==> config.mk <==
export PLATFORM = sky130hd
export DESIGN_NAME = trace_fifo
export DESIGN_NICKNAME = d
export VERILOG_FILES = /design/src/verilog/rv_isa_pkg.sv /design/src/verilog/trace_pkg.sv /design/src/verilog/trace_fifo.sv
export SDC_FILE = /design/constraint.sdc
export NUM_CORES = 1
export LEC_CHECK = 0
export BUFFER_PORTS_ARGS = -buffer_cell sky130_fd_sc_hd__buf_2
export CAP_MARGIN = 20
export CORE_UTILIZATION = 46
export CTS_BUF_LIST = sky130_fd_sc_hd__clkbuf_16
export DETAILED_ROUTE_END_ITERATION = 8
export GPL_TIMING_DRIVEN = 1
export HOLD_SLACK_MARGIN = 0.05
export PLACE_DENSITY = 0.69
export RECOVER_POWER = 100
export SKIP_CTS_REPAIR_TIMING = 1
export SKIP_LAST_GASP = 1
export SYNTH_ARGS = -nofsm -noshare
export SYNTH_HDL_FRONTEND = slang
export SYNTH_SLANG_ARGS = --single-unit
==> constraint.sdc <==
create_clock -name clk -period 10.25 [get_ports clk]
set_clock_uncertainty 0.15 [all_clocks]
set_input_delay 3.075 -clock clk [delete_from_list [all_inputs] [get_ports clk]]
set_output_delay 3.075 -clock clk [all_outputs]
set_load 0.005 [all_outputs]
==> src/verilog/rv_isa_pkg.sv <==
package rv_isa_pkg;

  localparam int xlen = 32;
  localparam int opcode_w = 7;
  localparam int funct3_w = 3;
  localparam int class_w = 4;
  localparam int sub_w = 5;
  localparam int reg_idx_w = 5;

  typedef logic [xlen-1:0] insn_t;
  typedef logic [reg_idx_w-1:0] reg_idx_t;
  typedef logic [funct3_w-1:0] funct3_t;

  // RV32I major opcodes in instruction bits 6:0
  typedef enum logic [opcode_w-1:0] {
    OP_LUI       = 7'b0110111,
    OP_AUIPC     = 7'b0010111,
    OP_JAL       = 7'b1101111,
    OP_JALR      = 7'b1100111,
    OP_BRANCH    = 7'b1100011,
    OP_LOAD      = 7'b0000011,
    OP_STORE     = 7'b0100011,
    OP_ARITH_IMM = 7'b0010011,
    OP_ARITH     = 7'b0110011
  } opcode_e;

  // Branch funct3
  localparam funct3_t f3_beq  = 3'b000;
  localparam funct3_t f3_bne  = 3'b001;
  localparam funct3_t f3_blt  = 3'b100;
  localparam funct3_t f3_bge  = 3'b101;
  localparam funct3_t f3_bltu = 3'b110;
  localparam funct3_t f3_bgeu = 3'b111;

  // Arithmetic funct3 for both register and immediate forms
  localparam funct3_t f3_add_sub = 3'b000;
  localparam funct3_t f3_sll     = 3'b001;
  localparam funct3_t f3_slt     = 3'b010;
  localparam funct3_t f3_sltu    = 3'b011;
  localparam funct3_t f3_xor     = 3'b100;
  localparam funct3_t f3_srl_sra = 3'b101;
  localparam funct3_t f3_or      = 3'b110;
  localparam funct3_t f3_and     = 3'b111;

  typedef enum logic [class_w-1:0] {
    CLS_LUI,
    CLS_AUIPC,
    CLS_JAL,
    CLS_JALR,
    CLS_BRANCH,
    CLS_LOAD,
    CLS_STORE,
    CLS_ARITH_IMM,
    CLS_ARITH,
    CLS_UNKNOWN
  } op_class_e;

  typedef enum logic [sub_w-1:0] {
    SUB_NONE,
    SUB_ADD,
    SUB_SUB,
    SUB_XOR,
    SUB_OR,
    SUB_AND,
    SUB_SLL,
    SUB_SRL,
    SUB_SRA,
    SUB_SLT,
    SUB_SLTU,
    SUB_BEQ,
    SUB_BNE,
    SUB_BLT,
    SUB_BGE,
    SUB_BLTU,
    SUB_BGEU,
    SUB_UNKNOWN
  } sub_op_e;

endpackage

==> src/verilog/trace_pkg.sv <==
package trace_pkg;

  localparam int cycle_w = 16;
  localparam int fifo_depth = 4;
  localparam int fifo_ptr_w = $clog2(fifo_depth);
  localparam int drop_w = 8;

  // Data memory port is narrower than xlen
  localparam int mem_addr_w = 16;
  localparam int mem_wdata_w = 16;

  typedef struct packed {
    logic                          valid;
    logic                          ready;
    logic [rv_isa_pkg::xlen-1:0]   pc;
    rv_isa_pkg::insn_t             insn;
    logic [rv_isa_pkg::xlen-1:0]   result;
  } stage_tap_t;

  typedef struct packed {
    logic [mem_addr_w-1:0]         addr;
    logic [mem_wdata_w-1:0]        wdata;
    logic [rv_isa_pkg::xlen-1:0]   rdata;
  } mem_tap_t;

  typedef struct packed {
    logic                          en;
    rv_isa_pkg::reg_idx_t          addr;
    logic [rv_isa_pkg::xlen-1:0]   data;
  } reg_write_t;

  typedef struct packed {
    logic [cycle_w-1:0]            cycle;
    logic                          fetch_valid;
    logic [rv_isa_pkg::xlen-1:0]   fetch_pc;
    logic                          dec_valid;
    rv_isa_pkg::op_class_e         dec_class;
    rv_isa_pkg::sub_op_e           dec_sub;
    logic                          exe_valid;
    rv_isa_pkg::op_class_e         exe_class;
    rv_isa_pkg::sub_op_e           exe_sub;
    logic [rv_isa_pkg::xlen-1:0]   exe_result;
    logic                          mem_valid;
    rv_isa_pkg::op_class_e         mem_class;
    logic                          mem_is_access;
    logic [mem_addr_w-1:0]         mem_addr;
    logic [rv_isa_pkg::xlen-1:0]   mem_data;
    logic                          wb_valid;
    rv_isa_pkg::reg_idx_t          wb_reg;
    logic [rv_isa_pkg::xlen-1:0]   wb_data;
  } trace_rec_t;

endpackage
==> src/verilog/trace_fifo.sv <==
`timescale 1ns/100ps

module trace_fifo (
  input  logic                  clk,
  input  logic                  rst,
  input  logic                  push,
  input  trace_pkg::trace_rec_t din,
  output logic                  full,
  output trace_pkg::trace_rec_t dout,
  output logic                  dout_valid,
  input  logic                  pop_ready
);
  import trace_pkg::*;

  trace_rec_t            mem [fifo_depth];
  logic [fifo_ptr_w-1:0] wr_ptr;
  logic [fifo_ptr_w-1:0] rd_ptr;
  logic [fifo_ptr_w:0]   count;
  logic                  pop;
  logic                  wr_en;

  assign pop = dout_valid && pop_ready;
  // Full still accepts when the head leaves at the same edge
  assign wr_en = push && (!full || pop);
  assign full = (count == (fifo_ptr_w + 1)'(fifo_depth));
  assign dout_valid = (count != '0);
  assign dout = mem[rd_ptr];

  always_ff @(posedge clk) begin
    if (wr_en) begin
      mem[wr_ptr] <= din;
    end
  end

  always_ff @(posedge clk) begin
    if (rst) begin
      wr_ptr <= '0;
      rd_ptr <= '0;
      count <= '0;
    end else begin
      if (wr_en) begin
        wr_ptr <= wr_ptr + 1'b1;
      end
      if (pop) begin
        rd_ptr <= rd_ptr + 1'b1;
      end
      case ({wr_en, pop})
        2'b10:   count <= count + 1'b1;
        2'b01:   count <= count - 1'b1;
        default: ;
      endcase
    end
  end

  a_no_overflow: assert property (@(posedge clk) disable iff (rst) push && full |-> pop);

  a_head_stable: assert property (@(posedge clk) disable iff (rst)
    dout_valid && !pop_ready |=> dout_valid && $stable(dout));

endmodule

==> reports/qor.csv <==
metric,value,unit
synth_area,28300,um2
io_buffers,391,
status,"complete, but fails checks",
fin_nets,1707,
die_w,250,um
yosys.area.top_type,edfxtp_1,
gr-total-overflow,0,
clkSlewWorstSetupHoldPaths,0.06,ns
post-place-ws,4.15,ns
synth_top_area_share,81.9,%
cap_viol_max_count,6,
clk_latency,0.61,ns
setup_slack,2.39,ns
cts_max_path_buffers,3,
io-pin-count,392,
vias,12593,
vias_per_cell,5.36,
min_period,7.86,ns
seq_area_frac_synth,82.6,%
dr.pass1.iters,5,
p_per_area,221,nW/um2
synthTopCellsByArea,"edfxtp_1, mux4_2, dfxtp_1, buf_4, buf_2",
critPathLaunchType,input pin,
antenna_left,0,
drt_iter0_drc,755,
worst_path_max_delay_cell,and2_0,
finalSetupViolations,0,
cp_data_required_time,10.29,ns
antenna_found_initial,7,
whs,0.396,ns
synth.avg_cell_area,26.6,um2
drc,0,
cts_tree,yes,
initial_core_util,46.7,%
final_common_cell,edfxtp_1,
ys_types,32,
cts_made_buffers,79,
dp_hpwl,31.3,mm
dieHeight,250,um
grt_pass1_vias,13551,
ys_seq_elements,781,
switching_power,1650,uW
h-tree-depth,3,
slew_headroom,-189,%
critPathMaxFanout,58,
drt-total-wl,52.9,mm
slew_violations,281,
critPathBufInv,3,
max_freq,127,MHz
critPathTopFamily,simple AND/OR/NAND/NOR gates,
rows,90,
p_clk_share,35.8,%
synth_warnings,0,
hold_path_class,reg2reg,
fillers,4649,
fin_crit_sh,76.7,%
worstMarginPinSlew,4.33,ns
mostFrequentLayoutCells,"edfxtp_1, clkbuf_1, mux4_2",
area_growth,17.1,%
violations,"max-capacitance violations, max-slew violations",
combPwrFrac,12.6,%
clkSinkCount,781,
crit_path_max_incr_delay,2.41,ns
finalSetupTns,0,ns
crit_type,in2reg,
rsz0062_at_grt,no,
grt_max_degree,103,
drive_above_1_share,24.4,%
place_congestion,0.734,
power_frac_seq,51.7,%
core,60600,um2
irDropWorstVdd,0.159,mV
grt_pass1_wl,81.1,mm
synthCells,1065,
p_leak,0.0103,uW
path_cells,clkbuf_1 > inv_1 > nor2_1 > and2_0 > clkbuf_2,
cp-end-kind,register,
syn_nets,1267,
worstPathArrival,7.90,ns
root_buffer,clkbuf_16,
swShare,22.6,%
final_hold_viol_count,0,
wl_per_cell,22.5,um
p_int,5670,uW
grt_usage,17.2,%
fp.dieArea,62500,um2
final timing paths:
check	startpoint	slack, ns	end	cells past startpoint
setup / recovery	push	2.39	mem[1][80]	5
hold / removal	rd_ptr[0]	0.40	rd_ptr[0]	2
setup reg to reg	count[2]	4.71	mem[1][80]	4
hold reg to reg	rd_ptr[0]	0.40	rd_ptr[0]	2
cell type report:
| class | count | area (um2) | area share [%] |
|---|---|---|---|
| diodes | 4 | 10.0 | 0.0302 |
| clock buffers | 81 | 2030 | 6.12 |
| clock inverters | 57 | 337 | 1.02 |
| inverters | 6 | 22.5 | 0.0679 |
| multi-input cells | 233 | 4660 | 14.0 |
| flip-flops and latches | 781 | 23400 | 70.5 |
| well taps | 782 | 978 | 2.95 |
| repair buffers | 404 | 1750 | 5.28 |
synth_stat cells, drive strengths merged:
cell type,count
edfxtp,772
mux4,193
buf,33
clkbuf,12
dfxtp,9
nor2,7
inv,6
and2,4
ha,4
xor2,3
a31oi,2
nand2,2
nand3,2
xnor2,2
a211oi,1
a221oi,1
and3,1
fa,1
mux2,1
mux2i,1
nand2b,1
nor2b,1
nor4,1
nor4b,1
o2111ai,1
o31a,1
or2,1
or3,1
power groups by stage:
stage	clock network, uW	registers, uW	logic (uW)
after detailed placement	0	3870	954
after global placement	0	3860	945
after CTS	2690	3800	958
after global routing	2810	3800	998
final	2620	3780	919
after floorplan	0	3860	591
kinds of logic after synthesis:
kind of cell | synth area share [%]
flip-flops | 82.6
AND/OR/NAND/NOR | 0.451
XOR/XNOR | 0.155
AO/OA/AOI/OAI | 0.164
adder cells (fa/ha/maj) | 0.248
buffers and inverters | 0.982
multiplexers | 15.4
per-stage QoR:
stage | power, uW | cell area, um2 | instances | utilization [%]
final | 7320 | 33100 | 2348 | 54.7
after global placement | 4800 | 31200 | 2205 | 51.4
after CTS | 7450 | 33500 | 2343 | 55.3
after floorplan | 4450 | 28300 | 1065 | -
after global routing | 7600 | 33100 | 2344 | 54.7
after detailed placement | 4820 | 31200 | 2205 | 51.4
per-layer routing:
| layer | global-route usage, % | up-vias | wire [um] |
|---|---|---|---|
| li1 | - | 5509 | - |
| met1 | 21.8 | 6556 | 20800 |
| met5 | 0 | - | 73 |
| met3 | 5.81 | 93 | 4440 |
| met2 | 27.8 | 425 | 26500 |
| met4 | 6.01 | 10 | 1150 |
flip-flops by register name (all words and copies together), names as in the netlist, named ones only:
signal / count
mem: 772
rd_ptr: 2
count: 3
wr_ptr: 2
worst min-delay path: cells and delay by family (launching register included):
kind             cells  cell delay, ns
flip-flops           1            0.34
AND/OR/NAND/NOR      1            0.08
XOR/XNOR             1            0.09
(Power assumes the default switching activity.)
