## src/verilog/rv_isa_pkg.sv

```systemverilog
package rv_isa_pkg;

  localparam int xlen = 32;
  localparam int opcode_w = 7;
  localparam int funct3_w = 3;
  localparam int class_w = 4;
  localparam int sub_w = 5;
  localparam int reg_idx_w = 5;

  typedef logic [xlen-1:0] insn_t;
  typedef logic [reg_idx_w-1:0] reg_idx_t;
  typedef logic [funct3_w-1:0] funct3_t;

  // RV32I major opcodes in instruction bits 6:0
  typedef enum logic [opcode_w-1:0] {
    OP_LUI       = 7'b0110111,
    OP_AUIPC     = 7'b0010111,
    OP_JAL       = 7'b1101111,
    OP_JALR      = 7'b1100111,
    OP_BRANCH    = 7'b1100011,
    OP_LOAD      = 7'b0000011,
    OP_STORE     = 7'b0100011,
    OP_ARITH_IMM = 7'b0010011,
    OP_ARITH     = 7'b0110011
  } opcode_e;

  // Branch funct3
  localparam funct3_t f3_beq  = 3'b000;
  localparam funct3_t f3_bne  = 3'b001;
  localparam funct3_t f3_blt  = 3'b100;
  localparam funct3_t f3_bge  = 3'b101;
  localparam funct3_t f3_bltu = 3'b110;
  localparam funct3_t f3_bgeu = 3'b111;

  // Arithmetic funct3 for both register and immediate forms
  localparam funct3_t f3_add_sub = 3'b000;
  localparam funct3_t f3_sll     = 3'b001;
  localparam funct3_t f3_slt     = 3'b010;
  localparam funct3_t f3_sltu    = 3'b011;
  localparam funct3_t f3_xor     = 3'b100;
  localparam funct3_t f3_srl_sra = 3'b101;
  localparam funct3_t f3_or      = 3'b110;
  localparam funct3_t f3_and     = 3'b111;

  typedef enum logic [class_w-1:0] {
    CLS_LUI,
    CLS_AUIPC,
    CLS_JAL,
    CLS_JALR,
    CLS_BRANCH,
    CLS_LOAD,
    CLS_STORE,
    CLS_ARITH_IMM,
    CLS_ARITH,
    CLS_UNKNOWN
  } op_class_e;

  typedef enum logic [sub_w-1:0] {
    SUB_NONE,
    SUB_ADD,
    SUB_SUB,
    SUB_XOR,
    SUB_OR,
    SUB_AND,
    SUB_SLL,
    SUB_SRL,
    SUB_SRA,
    SUB_SLT,
    SUB_SLTU,
    SUB_BEQ,
    SUB_BNE,
    SUB_BLT,
    SUB_BGE,
    SUB_BLTU,
    SUB_BGEU,
    SUB_UNKNOWN
  } sub_op_e;

endpackage

```

## src/verilog/trace_pkg.sv

```systemverilog
package trace_pkg;

  localparam int cycle_w = 16;
  localparam int fifo_depth = 4;
  localparam int fifo_ptr_w = $clog2(fifo_depth);
  localparam int drop_w = 8;

  // Data memory port is narrower than xlen
  localparam int mem_addr_w = 16;
  localparam int mem_wdata_w = 16;

  typedef struct packed {
    logic                          valid;
    logic                          ready;
    logic [rv_isa_pkg::xlen-1:0]   pc;
    rv_isa_pkg::insn_t             insn;
    logic [rv_isa_pkg::xlen-1:0]   result;
  } stage_tap_t;

  typedef struct packed {
    logic [mem_addr_w-1:0]         addr;
    logic [mem_wdata_w-1:0]        wdata;
    logic [rv_isa_pkg::xlen-1:0]   rdata;
  } mem_tap_t;

  typedef struct packed {
    logic                          en;
    rv_isa_pkg::reg_idx_t          addr;
    logic [rv_isa_pkg::xlen-1:0]   data;
  } reg_write_t;

  typedef struct packed {
    logic [cycle_w-1:0]            cycle;
    logic                          fetch_valid;
    logic [rv_isa_pkg::xlen-1:0]   fetch_pc;
    logic                          dec_valid;
    rv_isa_pkg::op_class_e         dec_class;
    rv_isa_pkg::sub_op_e           dec_sub;
    logic                          exe_valid;
    rv_isa_pkg::op_class_e         exe_class;
    rv_isa_pkg::sub_op_e           exe_sub;
    logic [rv_isa_pkg::xlen-1:0]   exe_result;
    logic                          mem_valid;
    rv_isa_pkg::op_class_e         mem_class;
    logic                          mem_is_access;
    logic [mem_addr_w-1:0]         mem_addr;
    logic [rv_isa_pkg::xlen-1:0]   mem_data;
    logic                          wb_valid;
    rv_isa_pkg::reg_idx_t          wb_reg;
    logic [rv_isa_pkg::xlen-1:0]   wb_data;
  } trace_rec_t;

endpackage
```

## src/verilog/mem_access_capture.sv

```systemverilog
`timescale 1ns/100ps

module mem_access_capture (
  input  logic                                clk,
  input  logic                                rst,
  input  trace_pkg::mem_tap_t                 mem_port,
  input  rv_isa_pkg::op_class_e               mem_class,
  output logic                                is_access,
  output logic [trace_pkg::mem_addr_w-1:0]    addr,
  output logic [rv_isa_pkg::xlen-1:0]         data
);
  import rv_isa_pkg::*;
  import trace_pkg::*;

  logic [mem_addr_w-1:0]  addr_q;
  logic [mem_wdata_w-1:0] wdata_q;

  // Address and write data lead the memory stage by one cycle
  always_ff @(posedge clk) begin
    if (rst) begin
      addr_q <= '0;
      wdata_q <= '0;
    end else begin
      addr_q <= mem_port.addr;
      wdata_q <= mem_port.wdata;
    end
  end

  assign is_access = (mem_class == CLS_LOAD) || (mem_class == CLS_STORE);

  always_comb begin
    addr = '0;
    data = '0;
    case (mem_class)
      CLS_LOAD: begin
        addr = addr_q;
        data = mem_port.rdata;
      end
      CLS_STORE: begin
        addr = addr_q;
        data = {{(xlen - mem_wdata_w){1'b0}}, wdata_q};
      end
      default: ;
    endcase
  end

endmodule

```

## config.mk

```make
export PLATFORM = sky130hd
export DESIGN_NAME = mem_access_capture
export DESIGN_NICKNAME = d
export VERILOG_FILES = /design/src/verilog/rv_isa_pkg.sv /design/src/verilog/trace_pkg.sv /design/src/verilog/mem_access_capture.sv
export SDC_FILE = /design/constraint.sdc
export NUM_CORES = 1
export LEC_CHECK = 0
export BUFFER_PORTS_ARGS = -buffer_cell sky130_fd_sc_hd__buf_2
export CELL_PAD_IN_SITES_DETAIL_PLACEMENT = 0
export CELL_PAD_IN_SITES_GLOBAL_PLACEMENT = 2
export CORE_ASPECT_RATIO = 1.25
export CORE_UTILIZATION = 20
export DETAILED_ROUTE_END_ITERATION = 7
export PLACE_DENSITY_LB_ADDON = 0.1
export SLEW_MARGIN = 30
export SYNTH_ARGS = -nofsm -noshare
export SYNTH_HDL_FRONTEND = slang
export SYNTH_SLANG_ARGS = --single-unit
```

## constraint.sdc

```tcl
create_clock -name clk -period 1.1 [get_ports clk]
set_clock_uncertainty 0.05 [all_clocks]
set_input_delay 0.11 -clock clk [delete_from_list [all_inputs] [get_ports clk]]
set_output_delay 0.11 -clock clk [all_outputs]
set_load 0.05 [all_outputs]
```

==> impl_metrics.yaml <==
status:
  status: "complete, but fails checks"
  violations: "negative setup slack"
timing:
  fin_crit_ns: 1.19
  holdWs_ns: 0.0180
  hold_viol: 0
  setup_violations: 49
  timing.fmax_mhz: 837
  post-route-period-util_pct: 109
  slew_headroom_pct: 78.4
  slew_viol_final: 0
  rsz0062_at_grt: "yes"
  fin_ws_ns: -0.0948
  worstMarginPinSlew_ns: 0.325
cts:
  cts_buffers: 5
  clkSlewWorstSetupHoldPaths_ns: 0.07
  cts_setup_buffers: 0
  cts_buffer_depth: 2
  htree_levels: 2
  cts_tree: "done"
  root_buffer: "clkbuf_8"
  cts_sinks: 32
power:
  pwr-share-seq_pct: 37.9
  pwr-share-comb_pct: 27.9
  sw_frac_of_total_pct: 27.7
  leakage_nw: 1.51
  finalPower_mw: 3.28
  p_int_mw: 2.38
  power_density_mw_per_mm2: 920
  peakVddDrop_mv: 0.569
  p_sw_uw: 908
  clkPwrFrac_pct: 34.3
placement:
  globalplace.congestion: 0.618
  port_buffers: 118
  dp_hpwl_mm: 3.51
final_layout:
  area_growth_pct: 133
  fin_nets: 386
  fill_cells: 688
  n_antenna_cell: 0
  drive_above_1_share_pct: 65.0
drt:
  vias_per_cell: 4.18
  drt_iter0_drc: 22
  drt_first_pass_iters: 4
  ant_nets: 0
  num_vias: 1709
  post-route-drc-count: 0
  routed_wl_mm: 5.42
  wl_per_cell_um: 13.3
grt:
  grt_use_met1_pct: 16.0
  grt.busiest_layer: "met2"
  grt_usage_pct: 13.5
  grt_start_max_net_pins: 33
  antenna_found_initial: 0
  grt_pass1_vias: 1745
  grt_overflow_total: 0
  met3_usage_pct: 4.09
  grt_pass1_wl_mm: 8.25
  grt_use_met2_pct: 23.2
floorplanning:
  die-area_mm2: 0.00802
  die_h_um: 99.9
  core.rowCount: 35
  num_io_pins: 119
  die_w_um: 80.3
  start_util_pct: 20.7
  core_area_mm2: 0.00740
synthesis:
  synthMuxAreaShare_pct: 0
  synth_warnings: 0
  netlist_area_mm2: 0.00153
  ys_seq_area_share_pct: 41.8
  synthAdderAreaFrac_pct: 0
  ys_ff_latch: 32
  synth_area_leaders: "dfxtp_1, nand3b_1, nor2b_1"
  syn_avg_cell_area_um2: 9.40
  synth.net_count: 233
  synth_compound_area_share_pct: 5.22
  synthSimpleGateAreaFrac_pct: 47.5
  ys_types: 14
  synth_top_area_share_pct: 41.8
  yosys.area.top_type: "dfxtp_1"
  synth-xor-area-share_pct: 1.06
  postSynthCellCount: 163
  synth_top_family_by_area: "simple AND/OR/NAND/NOR gates"
flow_run:
  max_cap_violations: 0
worst_setup_path:
  critPathCaptureType: "output port"
  cp.required_ns: 0.94
  worstSetupPathType: "reg2out"
  critPathMaxFanout: 1
  cp.arrival_ns: 1.03
  setup.worst_path.start_class: "flop"
worst_hold_path:
  hold_class: "in2reg"
## repair_timing
action / 4_1_cts / 5_1_grt
endpoints found under the setup margin: 49 / 49
hold endpoints to repair: 30 / 1
hold buffers: 30 / 1
pin swaps: 32 / 15
cloned: 2 / 1
gates resized for setup: 133 / 34
## area by class of cell
class | count | area, µm² | area share, %
repair buffers | 161 | 1530 | 42.7
multi-input cells | 116 | 1160 | 32.5
flip-flops and latches | 32 | 662 | 18.5
well taps | 92 | 115 | 3.22
clock buffers | 6 | 72.6 | 2.03
clock inverters | 2 | 35.0 | 0.981
## sequential cells by signal, indices dropped and copies added (netlist names)
register and count:
addr_q 16, wdata_q 16
## cells by family after synthesis
| group | after synthesis |
|---|---|
| buffers and inverters | 15 |
| xor gates and xnor gates | 1 |
| and+or+nand+nor | 99 |
| DFF | 32 |
| AOI/OAI and AO/OA | 16 |
## layout by cell type, fill, tap and decap left out, drive strengths merged
| cell | count |
|---|---|
| buf | 129 |
| nand3b | 32 |
| dlygate4sd3 | 31 |
| nand2b | 1 |
| nor2b | 32 |
| clkinv | 1 |
| dfxtp | 32 |
| nor2 | 1 |
| and4bb | 1 |
| clkbuf | 7 |
| a21oi | 16 |
| xnor2 | 1 |
| bufinv | 1 |
| nor3b | 16 |
| and2 | 16 |
## metal layers
layer  wire length (µm)  share of wire (%)
met5                  0                  0
met4                 66                1.2
met3                399                7.4
met1               2260                 42
met2               2690                 50
## per-stage QoR
step                      setup TNS [ns]  setup slack, ns  cell area [µm²]  util (%)  instances
after floorplan                    -2.19           -0.103             1860         -        163
after global placement             -6.03           -0.163             2610      35.3        367
after detailed placement           -6.00           -0.156             2610      35.3        367
after CTS                          -2.20           -0.111             3490      47.1        407
after global routing               -4.53           -0.155             3570      48.3        409
final                              -2.37          -0.0948             3570      48.3        409
## worst paths after layout
check / startpoint / to / slack [ns] / cells past startpoint
setup / recovery: wdata_q[3]$_SDFF_PP0_ / data[3] / -0.09 / 3
hold / removal: mem_port[46] / wdata_q[14]$_SDFF_PP0_ / 0.02 / 2
## synthesized netlist by cell type (all sizes together)
cell / number
nor2b: 32
buf: 4
dfxtp: 32
nand2b: 1
and4bb: 1
nor2: 1
and2: 16
xnor2: 1
a21oi: 16
clkbuf: 11
nor3b: 16
nand3b: 32
## power groups by stage
stage,clock [mW],sequential (mW),combinational (mW)
2_1_floorplan,0,1.26,0.450
3_3_place_gp,0,1.26,0.685
3_5_place_dp,0,1.26,0.686
4_1_cts,1.17,1.24,0.912
5_1_grt,1.22,1.25,0.972
6_report,1.12,1.24,0.915
## worst max-delay path, stage by stage, from the launching register on
cell and delay (ns):
dfxtp_2 0.32, nand3b_1 0.11, a21oi_4 0.15, buf_6 0.17
(Power assumes the default switching activity.)
