**src/verilog/rv_isa_pkg.sv**
```systemverilog
package rv_isa_pkg;

  localparam int xlen = 32;
  localparam int opcode_w = 7;
  localparam int funct3_w = 3;
  localparam int class_w = 4;
  localparam int sub_w = 5;
  localparam int reg_idx_w = 5;

  typedef logic [xlen-1:0] insn_t;
  typedef logic [reg_idx_w-1:0] reg_idx_t;
  typedef logic [funct3_w-1:0] funct3_t;

  // RV32I major opcodes in instruction bits 6:0
  typedef enum logic [opcode_w-1:0] {
    OP_LUI       = 7'b0110111,
    OP_AUIPC     = 7'b0010111,
    OP_JAL       = 7'b1101111,
    OP_JALR      = 7'b1100111,
    OP_BRANCH    = 7'b1100011,
    OP_LOAD      = 7'b0000011,
    OP_STORE     = 7'b0100011,
    OP_ARITH_IMM = 7'b0010011,
    OP_ARITH     = 7'b0110011
  } opcode_e;

  // Branch funct3
  localparam funct3_t f3_beq  = 3'b000;
  localparam funct3_t f3_bne  = 3'b001;
  localparam funct3_t f3_blt  = 3'b100;
  localparam funct3_t f3_bge  = 3'b101;
  localparam funct3_t f3_bltu = 3'b110;
  localparam funct3_t f3_bgeu = 3'b111;

  // Arithmetic funct3 for both register and immediate forms
  localparam funct3_t f3_add_sub = 3'b000;
  localparam funct3_t f3_sll     = 3'b001;
  localparam funct3_t f3_slt     = 3'b010;
  localparam funct3_t f3_sltu    = 3'b011;
  localparam funct3_t f3_xor     = 3'b100;
  localparam funct3_t f3_srl_sra = 3'b101;
  localparam funct3_t f3_or      = 3'b110;
  localparam funct3_t f3_and     = 3'b111;

  typedef enum logic [class_w-1:0] {
    CLS_LUI,
    CLS_AUIPC,
    CLS_JAL,
    CLS_JALR,
    CLS_BRANCH,
    CLS_LOAD,
    CLS_STORE,
    CLS_ARITH_IMM,
    CLS_ARITH,
    CLS_UNKNOWN
  } op_class_e;

  typedef enum logic [sub_w-1:0] {
    SUB_NONE,
    SUB_ADD,
    SUB_SUB,
    SUB_XOR,
    SUB_OR,
    SUB_AND,
    SUB_SLL,
    SUB_SRL,
    SUB_SRA,
    SUB_SLT,
    SUB_SLTU,
    SUB_BEQ,
    SUB_BNE,
    SUB_BLT,
    SUB_BGE,
    SUB_BLTU,
    SUB_BGEU,
    SUB_UNKNOWN
  } sub_op_e;

endpackage

```
**src/verilog/trace_pkg.sv**
```systemverilog
package trace_pkg;

  localparam int cycle_w = 16;
  localparam int fifo_depth = 4;
  localparam int fifo_ptr_w = $clog2(fifo_depth);
  localparam int drop_w = 8;

  // Data memory port is narrower than xlen
  localparam int mem_addr_w = 16;
  localparam int mem_wdata_w = 16;

  typedef struct packed {
    logic                          valid;
    logic                          ready;
    logic [rv_isa_pkg::xlen-1:0]   pc;
    rv_isa_pkg::insn_t             insn;
    logic [rv_isa_pkg::xlen-1:0]   result;
  } stage_tap_t;

  typedef struct packed {
    logic [mem_addr_w-1:0]         addr;
    logic [mem_wdata_w-1:0]        wdata;
    logic [rv_isa_pkg::xlen-1:0]   rdata;
  } mem_tap_t;

  typedef struct packed {
    logic                          en;
    rv_isa_pkg::reg_idx_t          addr;
    logic [rv_isa_pkg::xlen-1:0]   data;
  } reg_write_t;

  typedef struct packed {
    logic [cycle_w-1:0]            cycle;
    logic                          fetch_valid;
    logic [rv_isa_pkg::xlen-1:0]   fetch_pc;
    logic                          dec_valid;
    rv_isa_pkg::op_class_e         dec_class;
    rv_isa_pkg::sub_op_e           dec_sub;
    logic                          exe_valid;
    rv_isa_pkg::op_class_e         exe_class;
    rv_isa_pkg::sub_op_e           exe_sub;
    logic [rv_isa_pkg::xlen-1:0]   exe_result;
    logic                          mem_valid;
    rv_isa_pkg::op_class_e         mem_class;
    logic                          mem_is_access;
    logic [mem_addr_w-1:0]         mem_addr;
    logic [rv_isa_pkg::xlen-1:0]   mem_data;
    logic                          wb_valid;
    rv_isa_pkg::reg_idx_t          wb_reg;
    logic [rv_isa_pkg::xlen-1:0]   wb_data;
  } trace_rec_t;

endpackage
```
**src/verilog/trace_ctrl.sv**
```systemverilog
`timescale 1ns/100ps

module trace_ctrl (
  input  logic                             clk,
  input  logic                             rst,
  input  trace_pkg::stage_tap_t            fetch_tap,
  input  trace_pkg::stage_tap_t            decode_tap,
  input  trace_pkg::stage_tap_t            execute_tap,
  input  trace_pkg::stage_tap_t            memory_tap,
  input  rv_isa_pkg::op_class_e            dec_class,
  input  rv_isa_pkg::sub_op_e              dec_sub,
  input  rv_isa_pkg::op_class_e            exe_class,
  input  rv_isa_pkg::sub_op_e              exe_sub,
  input  rv_isa_pkg::op_class_e            mem_class,
  input  logic                             mem_is_access,
  input  logic [trace_pkg::mem_addr_w-1:0] mem_addr,
  input  logic [rv_isa_pkg::xlen-1:0]      mem_data,
  input  trace_pkg::reg_write_t            reg_write,
  input  logic                             fifo_full,
  input  logic                             fifo_pop,
  output logic                             push,
  output trace_pkg::trace_rec_t            rec,
  output logic [trace_pkg::drop_w-1:0]     drop_count
);
  import trace_pkg::*;

  logic [cycle_w-1:0] cycle_q;
  logic               fetch_fire;
  logic               dec_fire;
  logic               exe_fire;
  logic               mem_fire;
  logic               any_event;
  logic               drop;

  assign fetch_fire = fetch_tap.valid && fetch_tap.ready;
  assign dec_fire = decode_tap.valid && decode_tap.ready;
  assign exe_fire = execute_tap.valid && execute_tap.ready;
  assign mem_fire = memory_tap.valid && memory_tap.ready;
  assign any_event = fetch_fire || dec_fire || exe_fire || mem_fire || reg_write.en;

  assign push = any_event && (!fifo_full || fifo_pop);
  assign drop = any_event && fifo_full && !fifo_pop;

  always_comb begin
    rec = '0;
    // Record carries the count after this edge
    rec.cycle = cycle_q + 1'b1;
    if (fetch_fire) begin
      rec.fetch_valid = 1'b1;
      rec.fetch_pc = fetch_tap.pc;
    end
    if (dec_fire) begin
      rec.dec_valid = 1'b1;
      rec.dec_class = dec_class;
      rec.dec_sub = dec_sub;
    end
    if (exe_fire) begin
      rec.exe_valid = 1'b1;
      rec.exe_class = exe_class;
      rec.exe_sub = exe_sub;
      rec.exe_result = execute_tap.result;
    end
    if (mem_fire) begin
      rec.mem_valid = 1'b1;
      rec.mem_class = mem_class;
      rec.mem_is_access = mem_is_access;
      rec.mem_addr = mem_addr;
      rec.mem_data = mem_data;
    end
    if (reg_write.en) begin
      rec.wb_valid = 1'b1;
      rec.wb_reg = reg_write.addr;
      rec.wb_data = reg_write.data;
    end
  end

  always_ff @(posedge clk) begin
    if (rst) begin
      cycle_q <= '0;
      drop_count <= '0;
    end else begin
      cycle_q <= cycle_q + 1'b1;
      // Saturates at all ones
      if (drop && drop_count != '1) begin
        drop_count <= drop_count + 1'b1;
      end
    end
  end

endmodule

```
**config.mk**
```make
export PLATFORM = sky130hd
export DESIGN_NAME = trace_ctrl
export DESIGN_NICKNAME = d
export VERILOG_FILES = /design/src/verilog/rv_isa_pkg.sv /design/src/verilog/trace_pkg.sv /design/src/verilog/trace_ctrl.sv
export SDC_FILE = /design/constraint.sdc
export NUM_CORES = 1
export LEC_CHECK = 0
export ABC_AREA = 0
export BUFFER_PORTS_ARGS = -buffer_cell sky130_fd_sc_hd__buf_2
export CORE_AREA = 2 2 272 274
export DETAILED_ROUTE_END_ITERATION = 10
export DIE_AREA = 0 0 274 276
export PLACE_DENSITY = 0.3
export SETUP_SLACK_MARGIN = 0.5
export SKIP_LAST_GASP = 1
export SYNTH_ARGS = -nofsm -noshare
export SYNTH_HDL_FRONTEND = slang
export SYNTH_SLANG_ARGS = --single-unit
export TNS_END_PERCENT = 10
```
**constraint.sdc**
```tcl
create_clock -name clk -period 1.79 [get_ports clk]
set_input_delay 0.179 -clock clk [delete_from_list [all_inputs] [get_ports clk]]
set_output_delay 0.179 -clock clk [all_outputs]
set_load 0.05 [all_outputs]
```
==> results of run 1 <==
==> per-layer routing <==
metal | vias up | part of all wire [%]
li1 | 2019 | -
met4 | 2 | 1.3
met3 | 22 | 30
met1 | 1888 | 31
met5 | - | 0.046
met2 | 386 | 38
==> worst register-to-register path, cell delays in order, from the launching register on <==
cell and delay [ns]:
sky130_fd_sc_hd__dfxtp_4 0.36, sky130_fd_sc_hd__and3_4 0.20, sky130_fd_sc_hd__nand3_4 0.08, sky130_fd_sc_hd__or3_4 0.44, sky130_fd_sc_hd__buf_4 0.15, sky130_fd_sc_hd__mux2_4 0.28
==> flip-flops by register name, summed over array words and instances, names as in the netlist <==
| register | count |
|---|---|
| cycle_q | 16 |
| drop_count | 8 |
==> area by class of cell <==
cell class / instances / area (µm²)
flip-flops and latches: 24 / 522
well taps: 959 / 1200
repair buffers: 425 / 2360
multi-input cells: 282 / 2120
diodes: 9 / 22.5
clock buffers: 4 / 88.8
fillers: 8546 / 66300
inverters: 4 / 15.0
==> repair_timing <==
action	CTS	global route
hold buffers	0	0
resized for setup	43	30
buffers inserted	4	12
pin swaps	12	11
endpoints found under the setup margin	109	154
==> stage by stage <==
stage	hold slack, ns	TNS, ns
after floorplan	0.354	0
after global placement	0.453	-0.551
after detailed placement	0.461	-0.607
after CTS	0.323	-0.395
after global routing	0.352	-0.703
final	0.332	-0.143
==> power groups by stage <==
stage / Sequential, W / Combinational [W] / Clock [W]
2_1_floorplan: 0.000571 / 0.000893 / 0
3_3_place_gp: 0.000562 / 0.00148 / 0
3_5_place_dp: 0.000563 / 0.00147 / 0
4_1_cts: 0.000544 / 0.00150 / 0.000580
5_1_grt: 0.000544 / 0.00159 / 0.000598
6_report: 0.000543 / 0.00148 / 0.000548
==> placed cells by master, fill, tap and decap left out, types with 2 or more instances in the layout <==
master,count
sky130_fd_sc_hd__a21oi_1,7
sky130_fd_sc_hd__and2_1,51
sky130_fd_sc_hd__and2_4,2
sky130_fd_sc_hd__and3_1,135
sky130_fd_sc_hd__and3_4,3
sky130_fd_sc_hd__buf_12,2
sky130_fd_sc_hd__buf_2,370
sky130_fd_sc_hd__buf_4,40
sky130_fd_sc_hd__buf_6,7
sky130_fd_sc_hd__buf_8,6
sky130_fd_sc_hd__clkbuf_16,3
sky130_fd_sc_hd__dfxtp_1,7
sky130_fd_sc_hd__dfxtp_2,9
sky130_fd_sc_hd__dfxtp_4,8
sky130_fd_sc_hd__diode_2,9
sky130_fd_sc_hd__inv_1,4
sky130_fd_sc_hd__mux2_4,3
sky130_fd_sc_hd__nand2_1,10
sky130_fd_sc_hd__nand2_4,3
sky130_fd_sc_hd__nand3_2,3
sky130_fd_sc_hd__nand4_1,6
sky130_fd_sc_hd__nor2_1,5
sky130_fd_sc_hd__nor2b_1,5
sky130_fd_sc_hd__nor3_4,2
sky130_fd_sc_hd__nor4_4,2
sky130_fd_sc_hd__o21ai_0,3
sky130_fd_sc_hd__o21ai_1,2
sky130_fd_sc_hd__or3_1,2
sky130_fd_sc_hd__or3_4,3
sky130_fd_sc_hd__xnor2_2,5
sky130_fd_sc_hd__xor2_4,4
==> final timing paths <==
path,end,slack [ns],cells after the start
worst max-delay path,rec[192],-0.06,5
worst min-delay path,cycle_q[0],0.33,3
worst max register to register,cycle_q[15],0.17,5
worst min register to register,cycle_q[0],0.45,1
==> logic make-up (layout without fill, tap and decap cells) <==
logic type | after synthesis | in the layout | share of synthesized area (%)
and+or+nand+nor | 243 | 243 | 60.0
muxes | 4 | 4 | 2.10
other | 0 | 9 | 0
buffers and inverters | 43 | 433 | 7.47
adders and majority gates | 2 | 2 | 1.02
DFF | 24 | 24 | 19.7
AOI/OAI and AO/OA | 22 | 22 | 5.78
xor gates and xnor gates | 11 | 11 | 3.94
==> results.md, run 1 <==
- The maximum fanout along the worst path is 3.
- In the post-synthesis netlist, the cell with the most instances is sky130_fd_sc_hd__and3_1.
- The standard cell core area is roughly 73000 µm².
- For this design the ratio of total power to cell area is 406 nW/µm².
- Cells fill 8.73% of the core in the end.
- The count of final hold-check violations is 0.
- The required time at the endpoint of the critical path is 1.61 ns.
- The final critical-path required period is approximately 1.8 ns.
- The dominant synthesized flop cell is sky130_fd_sc_hd__dfxtp_1.
- The part of the power in combinational logic is between 50% and 60%.
- Of the available clock period, the critical path in the final layout requires 103%.
- The family with the most delay on the worst path is simple AND/OR/NAND/NOR gates.
- Summing the sequential cell areas from Yosys gives between 10% and 20% of the chip area.
- The area of the mapped netlist is 2440 µm².
- Global routing used 8.65% of the available met3 tracks.
- The pin count of the biggest net entering global routing is 55.
- The later pin in the worst-skew pair is clocked with a latency of between 0.2 and 0.3 ns.
- The startpoint identified for the worst hold timing path is rst.
- Once routing completed, OpenROAD measured the worst setup slack at -0.0551 ns.
- Once placement completed, the tool counted placed cells totaling 1678.
- The kind of end point of the critical path is an output pin.
- The met2 routing resource usage after global routing is 9.97%.
- Measured against its own limit, the worst slew margin works out to 61.2%.
- In the routed layout, each cell is associated on average with a via count of 2.53.
- Counting flops with an async set or reset pin after synthesis yields a share of 0%.
- The number of library cell types mapped by synthesis is 37.
- The placed instances occupy a cell area of between 5000 and 6000 µm².
- The min-delay analysis places its worst path in the category primary input to flop.
- The post-route DRC violation count is 0.
- The cell type of the slowest stage on the worst timing path is sky130_fd_sc_hd__or3_4.
- The final design instance area without fill is around 6300 µm².
- The fmax is 542 MHz.
- The peak supply drop is 0.000400 V.
- The critical path is of the flop to output pin type.
- Setup violations remaining at the end of the flow were counted as 3.
- The detailed placement HPWL is between 20000 and 30000 µm.
- The worst register-to-register path begins at cycle_q[8].
- The critical path goes through and3_4 -> nand3_4 -> or3_4 -> xnor2_4 -> buf_8.
- The worst setup slack after placement is -0.193 ns.
- The count of cells in the finished layout, fillers not included, comes to roughly 1700.
- The area overhead of the layout relative to synthesis is 159%.
- The analysis attributes to cell leakage a power of 3.49 nW.
- The share of total power consumed by net switching is 49.8%.
- The number of buffers and inverters on the critical path is 1.
- The final number of max-transition violations is 0.
- The number of buffers created by CTS is 3.
- The longest clock path from root to sink contains 2 buffers.
- Max-cap violations in this run came to 0.
- The first global-routing pass estimated 35000 µm of wire.
- The net count after synthesis is 856.
- In the global route stage, met1 resource usage came out at roughly 6.0%.
- The detail route stage leaves a number of antenna-violating nets equal to 0.
- The detailed-router iteration count before antenna repair is 4.
- The warning count from the yosys run is 0.
- In this design, the stage delay of the slowest critical-path cell is 0.44 ns.
- The total global routing overflow is 0.
- In the synthesized netlist, the cells that appear most often are 138 x sky130_fd_sc_hd__and3_1, 52 x sky130_fd_sc_hd__and2_1, 32 x sky130_fd_sc_hd__clkbuf_1.
- The worst clock skew on the final layout is around 0.0014 ns.
- The number of global-route vias before repair was 4297.
- Once the floorplan was initialized, standard cells occupied 3.37% of the core.
- After synthesis the netlist holds a flip-flop and latch count of 24.
- The clock net in this run drives a total of 24 sinks.
- Pin placement for this block handled 707 I/O pins.
- Wires add up to 28200 µm.
- The run finished, with violations left.
- Of all cell types, the one taking the most synthesized area is sky130_fd_sc_hd__and3_1.
- The most congested layer reported by global routing is met2.
- At the end of routability-driven placement, the weighted congestion stood at 0.797.
- In this run the biggest area consumer among cell types represents 35.3% of the synthesized area.
- The initial antenna violation count is 17.
- After floorplanning, the core was divided into about 100 placement rows.
- The clock network fraction of total power is 21.3%.
- In this run the horizontal extent of the chip is 274 µm.
- The final routed wire length divided by cell count is 16.5 µm.
- The number of enable flip-flop cells after synthesis is 0.
- TritonCTS built the clock tree.
- The via total after detailed routing is 4317.
- The type of origin of the critical path is a flop.
- The CTS H-tree depth is 1.
- The count of buffers from port buffering is 386.
- Cells with a size suffix above 1 make up roughly 67% of the layout.
- In the global route stage, overall resource usage came out at 6.88%.
- The cell at the root of the clock tree is sky130_fd_sc_hd__clkbuf_16.
- The switching power is roughly 0.0013 W.
- The transition at the pin with the smallest max-transition slack is 0.582 ns.
- After clock tree synthesis, the clock-pin slew on the worst setup and hold paths is 0.07 ns.
- The number of cells produced by synthesis is 349.
- Overall power consumption after layout is estimated at 0.00257 W.
- Ranked by total cell area, the synthesized netlist is headed by sky130_fd_sc_hd__and3_1 35%, sky130_fd_sc_hd__dfxtp_1 20%, sky130_fd_sc_hd__and2_1 13%.
- Internal power comes to about 0.0013 W.
- Measured along the y axis, the die boundary spans 276 µm.
- The overall die area is 75600 µm².
- The detailed router's first-iteration violation count is approximately 150.
- A synthesized cell averages about 7.0 µm².
- The startpoint of the most critical setup path is cycle_q[8].
- Setup repair after global routing could not meet its margin everywhere.
- At the worst endpoint, the arrival time is 1.67 ns.
- The final reports fail on setup timing.
- Of the total power, registers draw around a fifth.
- The post-layout net count is approximately 1200.
Note: power is estimated with default switching activity, not from simulation.
==> run 2: changes to the inputs <==
PLACE_DENSITY = not set   (was 0.3)
==> run 2 against run 1 <==
Against the previous run: the run still ends with setup timing left; register-to-register slack got worse by 0.14 ns; hold slack got worse by 0.13 ns; non-clock buffer count increased by 1; clock skew increased by 0.0016 ns; largest cell class unchanged; highest routed layer unchanged.
==> results.md, run 2 (synthesis gave the netlist of run 1 again) <==
- Outcome: finished with violations (unchanged).
- Violated checks: setup timing (unchanged).
- The number of setup violations in the final report is 8 (was 3).
- The y dimension of the die is 276 µm (unchanged).
- The stage delay of the slowest cell on the critical path is 0.66 ns (was 0.44 ns).
- The post-layout net count was 1248 (was 1247).
- The area overhead of the layout relative to synthesis is 168% (was 159%).
- The standard cell core area is 72600 µm² (unchanged).
- The setup slack of the critical path after layout came to -0.117 ns (was -0.0551 ns).
- The data arrival time of the worst path is 1.73 ns (was 1.67 ns).
- The number of flip-flops under the largest register name is 16 (unchanged).
- The average vias per placed instance is 2.53 (about the same).
- The launch instance of the worst min-delay path is rst (unchanged).
- The power density over the cells is 418 nW/µm² (was 406 nW/µm²).
- The number of global-route vias before repair is 4210 (was 4297).
- The CTS H-tree depth was 1 (unchanged).
- The worst clock skew on the final layout is 0.00308 ns (was 0.00145 ns).
- The TritonCTS clock tree is done (unchanged).
- The number of buffers created by CTS is 3 (unchanged).
- The detailed router's first-iteration violation count came to 125 (was 154).
- The initial antenna violation count came to 19 (was 17).
- The pin count of the biggest net entering global routing is 55 (unchanged).
- The leakage power is 3.57 nW (was 3.49 nW).
- Sequence of cells on the critical path: buf_12 -> buf_12 -> a222oi_1 -> buf_4 -> nand2_4 -> o21a_4 -> buf_12 (was and3_4 -> nand3_4 -> or3_4 -> xnor2_4 -> buf_8).
- Unrepaired setup endpoints after global routing: true (unchanged).
- The I/O pin count is 707 (unchanged).
- The final number of max-transition violations came to 0 (unchanged).
- The insertion delay to the later sink of the worst-skew pair is 0.27 ns (was 0.26 ns).
- The detailed-router iteration count before antenna repair came to 4 (unchanged).
- The slack of the worst reg-to-reg path was 0.03 ns (was 0.17 ns).
- The most prevalent standard cell on the critical path is sky130_fd_sc_hd__buf_12.
- The total chip power is 0.00274 W (was 0.00257 W).
- The worst hold-check path type is primary input to flop (unchanged).
- The first-pass GRT wire length is 33600 µm (was 35000 µm).
- The remaining antenna violation count after routing came to 0 (unchanged).
- The worst setup slack after placement came to -0.281 ns (was -0.193 ns).
- The global-route usage over all layers is 6.75% (was 6.88%).
- The last weighted congestion value of the routability-driven placer is 0.946 (was 0.797).
- The detailed placement HPWL came to 24500 µm (was 25600 µm).
- The final hold slack is 0.202 ns (was 0.332 ns).
- The maximum fanout along the worst path is 5 (was 3).
- The count of buffers from port buffering is 386 (unchanged).
- The number of hold-repair buffers added at the cts stage came to 0 (unchanged).
- Registers with the highest flip-flop counts: cycle_q: 16 flops, drop_count: 8 flops (unchanged).
- The most frequent standard cell in the layout excluding fill and tap cells was sky130_fd_sc_hd__buf_2 (unchanged).
- The initial core utilization is 3.37% (unchanged).
- The kind of end point of the critical path is an output pin (unchanged).
- The critical path class is primary input to output pin (was flop to output pin).
- The share of the cycle needed by the critical path after routing is 107% (was 103%).
- The final routed wire length divided by cell count came to 16.1 µm (was 16.5 µm).
- The final critical-path required period came to 1.91 ns (was 1.85 ns).
- The capture point of the worst reg-to-reg path was drop_count[5] (was cycle_q[15]).
- The floorplan die width came to 274 µm (unchanged).
- The placed cell count is 1670 (was 1678).
- The peak supply drop is 0.000305 V (was 0.000400 V).
- The count of final hold-check violations is 0 (unchanged).
- The transition at the pin with the smallest max-transition slack is 0.746 ns (was 0.582 ns).
- The via total after detailed routing was 4330 (was 4317).
- The number of max-cap violations is 0 (unchanged).
- The overall die area was 75600 µm² (unchanged).
- The total wire length after detailed routing is 27500 µm (was 28200 µm).
- The final instance count without filler cells was 1709 (was 1707).
- The post-route DRC violation count is 0 (unchanged).
- The register ranked first by flip-flop count is cycle_q (unchanged).
- The cell at the root of the clock tree is sky130_fd_sc_hd__clkbuf_16 (unchanged).
- The buffering stage count on the worst path with inverters included came to 4 (was 1).
- The required time at the endpoint of the critical path is 1.61 ns (about the same).
- The family with the most delay on the worst path is compound AO/OA/AOI/OAI gates (was simple AND/OR/NAND/NOR gates).
- The clock tree buffer depth is 2 (unchanged).
- The end point of the most critical hold path is drop_count[2] (was cycle_q[0]).
- The total global routing overflow is 0 (unchanged).
- The ratio of cells with drive above 1 in the final layout is 66.6% (about the same).
- The start of the worst register-to-register path was drop_count[0] (was cycle_q[8]).
- The worst max-slew margin expressed relative to the limit is 50.1% (was 61.2%).
- The depth of the most critical reg-to-reg path was 5 (unchanged).
- Commonest cells after routing, fill and taps aside: 369 x sky130_fd_sc_hd__buf_2, 135 x sky130_fd_sc_hd__and3_1, 51 x sky130_fd_sc_hd__and2_1 (was 370 x sky130_fd_sc_hd__buf_2, 135 x sky130_fd_sc_hd__and3_1, 51 x sky130_fd_sc_hd__and2_1).
- The total number of clock tree sinks is 24 (unchanged).
- The worst hold path cell count is 2 (was 3).
- The total number of placement rows came to 99 (unchanged).
- The clock-pin slew on the worst setup and hold paths is 0.07 ns (about the same).
- The final sum of negative setup slack is -0.430 ns (was -0.143 ns).
- The type of origin of the critical path was a primary input (was flop).
- The cell type of the slowest stage on the worst timing path is sky130_fd_sc_hd__a222oi_1 (was sky130_fd_sc_hd__or3_4).
- The fmax is 525 MHz (was 542 MHz).
## run 2: layer usage
| metal | global-route usage (%) | up-vias | part of all wire [%] |
|---|---|---|---|
| met5 | 0 | - | 0.20 |
| met4 | 2.65 | 8 | 4.6 |
| met3 | 8.13 | 44 | 30 |
| met2 | 9.93 | 389 | 38 |
| met1 | 5.44 | 1876 | 28 |
| li1 | - | 2013 | - |
## run 2: through the flow
step,utilization [%],cell area [µm²]
after floorplan,-,2690
after global placement,8.13,5900
after detailed placement,8.13,5900
after CTS,8.83,6410
after global routing,9.03,6550
final,9.04,6560
## run 2: report_power, final
part / switching, W / leakage, nW / internal [W]
clock network: 0.000228 / 0.0512 / 0.000446
logic: 0.00106 / 3.31 / 0.000462
registers: 0.00000855 / 0.205 / 0.000532
total: 0.00130 / 3.57 / 0.00144
## run 2: worst max path at each step
stage,cells after the start,slack (ns),start,endpoint
after CTS,7,-0.12,fetch_tap[97],push
after floorplan,4,0.19,cycle_q[6],rec[192]
final,7,-0.12,fetch_tap[97],push
after global routing,7,-0.17,fetch_tap[97],push
after global placement,7,-0.28,fetch_tap[97],drop_count[0]
after detailed placement,7,-0.28,fetch_tap[97],drop_count[0]
## run 2: what timing repair did
action / 4_1_cts / 5_1_grt
pin swaps: 20 / 15
buffers inserted: 18 / 4
endpoints found under the setup margin: 114 / 130
endpoints found under the hold margin: 0 / 0
resized for setup: 49 / 18
gates cloned: 3 / 0
## run 2: area by class of cell
type                       instances  area, µm²
tap                              959       1200
timing repair buffer             426       2530
fill                            8492      66000
antenna                           10       25.0
inverter                           4       15.0
sequential                        24        524
clock buffer                       3       75.1
clock inverter                     1       30.0
multi-input combinational        282       2160
==> run 3: changes to the inputs <==
BUFFER_PORTS_ARGS = not set   (was -buffer_cell sky130_fd_sc_hd__buf_2)
CORE_AREA = 8 8 272 274   (was 2 2 272 274)
DIE_AREA = 0 0 280 282   (was 0 0 274 276)
DONT_BUFFER_PORTS = 1   (was not set)
==> run 3 against run 2 <==
Against the previous run: die area grew 4.4%; critical path type is now flop to output pin; clock power decreased by 0.6%; hold slack got worse by 0.12 ns; largest power group unchanged; the flow still finishes with violations (setup timing).
==> results.md, run 3 (synthesis gave the netlist of run 1 again) <==
- The last weighted congestion value of the routability-driven placer is 0.813 (was 0.946).
- The total number of clock tree sinks is 24 (unchanged).
- The count of buffers from port buffering is 0 (was 386).
- The cell at the root of the clock tree was sky130_fd_sc_hd__clkbuf_16 (unchanged).
- The required time at the endpoint of the critical path is 1.61 ns (about the same).
- The data arrival time of the worst path is 1.66 ns (was 1.73 ns).
- The worst hold-check path type is primary input to flop (unchanged).
- The TritonCTS clock tree is done (unchanged).
- Commonest cells after routing, fill and taps aside: 135 x sky130_fd_sc_hd__and3_1, 77 x sky130_fd_sc_hd__buf_4, 51 x sky130_fd_sc_hd__and2_1 (was 369 x sky130_fd_sc_hd__buf_2, 135 x sky130_fd_sc_hd__and3_1, 51 x sky130_fd_sc_hd__and2_1).
- The fmax is 544 MHz (was 525 MHz).
- The maximum fanout along the worst path was 3 (was 5).
- The I/O pin count is 707 (unchanged).
- The worst hold path cell count is 2 (unchanged).
- The slack of the worst reg-to-reg path is 0.16 ns (was 0.03 ns).
- The pin count of the biggest net entering global routing is 56 (was 55).
- The average vias per placed instance is 2.29 (was 2.53).
- The cell type of the slowest stage on the worst timing path was sky130_fd_sc_hd__or3_4 (was sky130_fd_sc_hd__a222oi_1).
- The final sum of negative setup slack was -0.0651 ns (was -0.430 ns).
- The placed cell count is 1312 (was 1670).
- The clock tree buffer depth is 2 (unchanged).
- The area overhead of the layout relative to synthesis is 87.2% (was 168%).
- The type of origin of the critical path was a flop (was primary input).
- The y dimension of the die was 282 µm (was 276 µm).
- The initial core utilization is 3.52% (was 3.37%).
- The insertion delay to the later sink of the worst-skew pair is 0.27 ns (about the same).
- The count of final hold-check violations is 0 (unchanged).
- The global-route usage over all layers came to 6.47% (was 6.75%).
- The transition at the pin with the smallest max-transition slack was 0.680 ns (was 0.746 ns).
- The depth of the most critical reg-to-reg path is 5 (unchanged).
- Sequence of cells on the critical path: and3_4 -> nand3_4 -> or3_4 -> xnor2_4 -> buf_12 (was buf_12 -> buf_12 -> a222oi_1 -> buf_4 -> nand2_4 -> o21a_4 -> buf_12).
- The worst clock skew on the final layout is 0.00542 ns (was 0.00308 ns).
- The final routed wire length divided by cell count is 20.7 µm (was 16.1 µm).
- The peak supply drop is 0.000288 V (was 0.000305 V).
- The total global routing overflow is 0 (unchanged).
- The number of global-route vias before repair is 3287 (was 4210).
- The post-layout net count was 905 (was 1248).
- The clock-pin slew on the worst setup and hold paths is 0.07 ns (about the same).
- The final instance count without filler cells was 1343 (was 1709).
- The utilization after layout is 6.58% (was 9.04%).
- The detailed placement HPWL was 25900 µm (was 24500 µm).
- Registers with the highest flip-flop counts: cycle_q: 16 flops, drop_count: 8 flops (unchanged).
- The stage delay of the slowest cell on the critical path came to 0.41 ns (was 0.66 ns).
- The number of setup violations in the final report was 3 (was 8).
- The detailed-router iteration count before antenna repair is 4 (unchanged).
- The post-route DRC violation count is 0 (unchanged).
- The final number of max-transition violations came to 0 (unchanged).
- The setup slack of the critical path after layout is -0.0479 ns (was -0.117 ns).
- The total number of placement rows was 97 (was 99).
- The post-detailed-placement cell area is 4200 µm² (was 5900 µm²).
- The number of max-cap violations is 0 (unchanged).
- The total wire length after detailed routing is 27800 µm (was 27500 µm).
- The floorplan die width is 280 µm (was 274 µm).
- The critical path class is flop to output pin (was primary input to output pin).
- The number of buffers created by CTS is 3 (unchanged).
- The kind of end point of the critical path is an output pin (unchanged).
- The share of the cycle needed by the critical path after routing is 103% (was 107%).
- The family with the most delay on the worst path is simple AND/OR/NAND/NOR gates (was compound AO/OA/AOI/OAI gates).
- The area of the multi-input gates is 2070 µm² (was 2160 µm²).
- The cell depth of the worst setup path was 5 (was 7).
- Violated checks: setup timing (unchanged).
- The ratio of cells with drive above 1 in the final layout came to 34.8% (was 66.6%).
- The leakage power is 1.96 nW (was 3.57 nW).
- The remaining antenna violation count after routing is 0 (unchanged).
- The power density over the cells was 509 nW/µm² (was 418 nW/µm²).
- The CTS H-tree depth is 1 (unchanged).
- The standard cell core area is 69500 µm² (was 72600 µm²).
- Outcome: finished with violations (unchanged).
- The initial antenna violation count was 11 (was 19).
- The detailed router's first-iteration violation count was 73 (was 125).
- Unrepaired setup endpoints after global routing: true (unchanged).
- The count of fill cells added during filler insertion was 8203 (was 8492).
- The via total after detailed routing came to 3072 (was 4330).
- The most frequent standard cell in the layout excluding fill and tap cells is sky130_fd_sc_hd__and3_1 (was sky130_fd_sc_hd__buf_2).
- The buffering stage count on the worst path with inverters included is 1 (was 4).
- The first-pass GRT wire length is 33100 µm (was 33600 µm).
- The final critical-path required period is 1.84 ns (was 1.91 ns).
- The register ranked first by flip-flop count is cycle_q (unchanged).
- The final design instance area without fill came to 4580 µm² (was 6560 µm²).
- The worst setup slack after placement came to 0.0970 ns (was -0.281 ns).
- The worst max-slew margin expressed relative to the limit is 54.8% (was 50.1%).
- The footprint of the flip-flops and latches came to 527 µm² (was 524 µm²).
- The number of flip-flops under the largest register name is 16 (unchanged).
- The overall die area is 79000 µm² (was 75600 µm²).
run 3: repair_timing:
action	4_1_cts	5_1_grt
hold buffers	1	0
gates resized for setup	19	5
setup endpoints to repair	33	37
buffers inserted	14	6
pin swaps	7	7
hold endpoints to repair	9	0
run 3: layout make-up:
class                   count  share of cell area (%)
diodes                      6                   0.328
clock buffers               3                    1.64
clock inverters             1                   0.656
inverters                   4                   0.328
multi-input cells         282                    45.2
flip-flops and latches     24                    11.5
well taps                 940                    25.7
repair buffers             83                    14.7
run 3: power by group:
group,internal [W],switching (W)
logic,0.000191,0.000928
clock network,0.000446,0.000224
registers,0.000531,0.0000100
total,0.00117,0.00116
run 3: worst reg2reg max path: stages, from the launching register on:
cell and delay, ns:
sky130_fd_sc_hd__dfxtp_4 0.36, sky130_fd_sc_hd__ha_1 0.20, sky130_fd_sc_hd__nand3_1 0.16, sky130_fd_sc_hd__o211ai_1 0.19, sky130_fd_sc_hd__or4_1 0.50, sky130_fd_sc_hd__a21oi_1 0.14
run 3: stage by stage:
| stage | total power, W | hold slack (ns) |
|---|---|---|
| final | 0.00233 | 0.0844 |
| after floorplan | 0.00146 | 0.354 |
| after CTS | 0.00241 | 0.0736 |
| after detailed placement | 0.00172 | 0.248 |
| after global placement | 0.00172 | 0.245 |
| after global routing | 0.00248 | 0.0719 |
run 3: worst paths after layout:
kind                  from       endpoint
min reg2reg     cycle_q[0]     cycle_q[0]
max reg2reg  drop_count[0]  drop_count[5]
max             cycle_q[7]       rec[192]
min                    rst  drop_count[7]
run 3: metal layers:
layer | share of wire [%] | track usage, %
met1 | 35 | 6.14
met2 | 35 | 8.84
met3 | 28 | 7.86
met4 | 2.7 | 1.56
met5 | 0 | 0
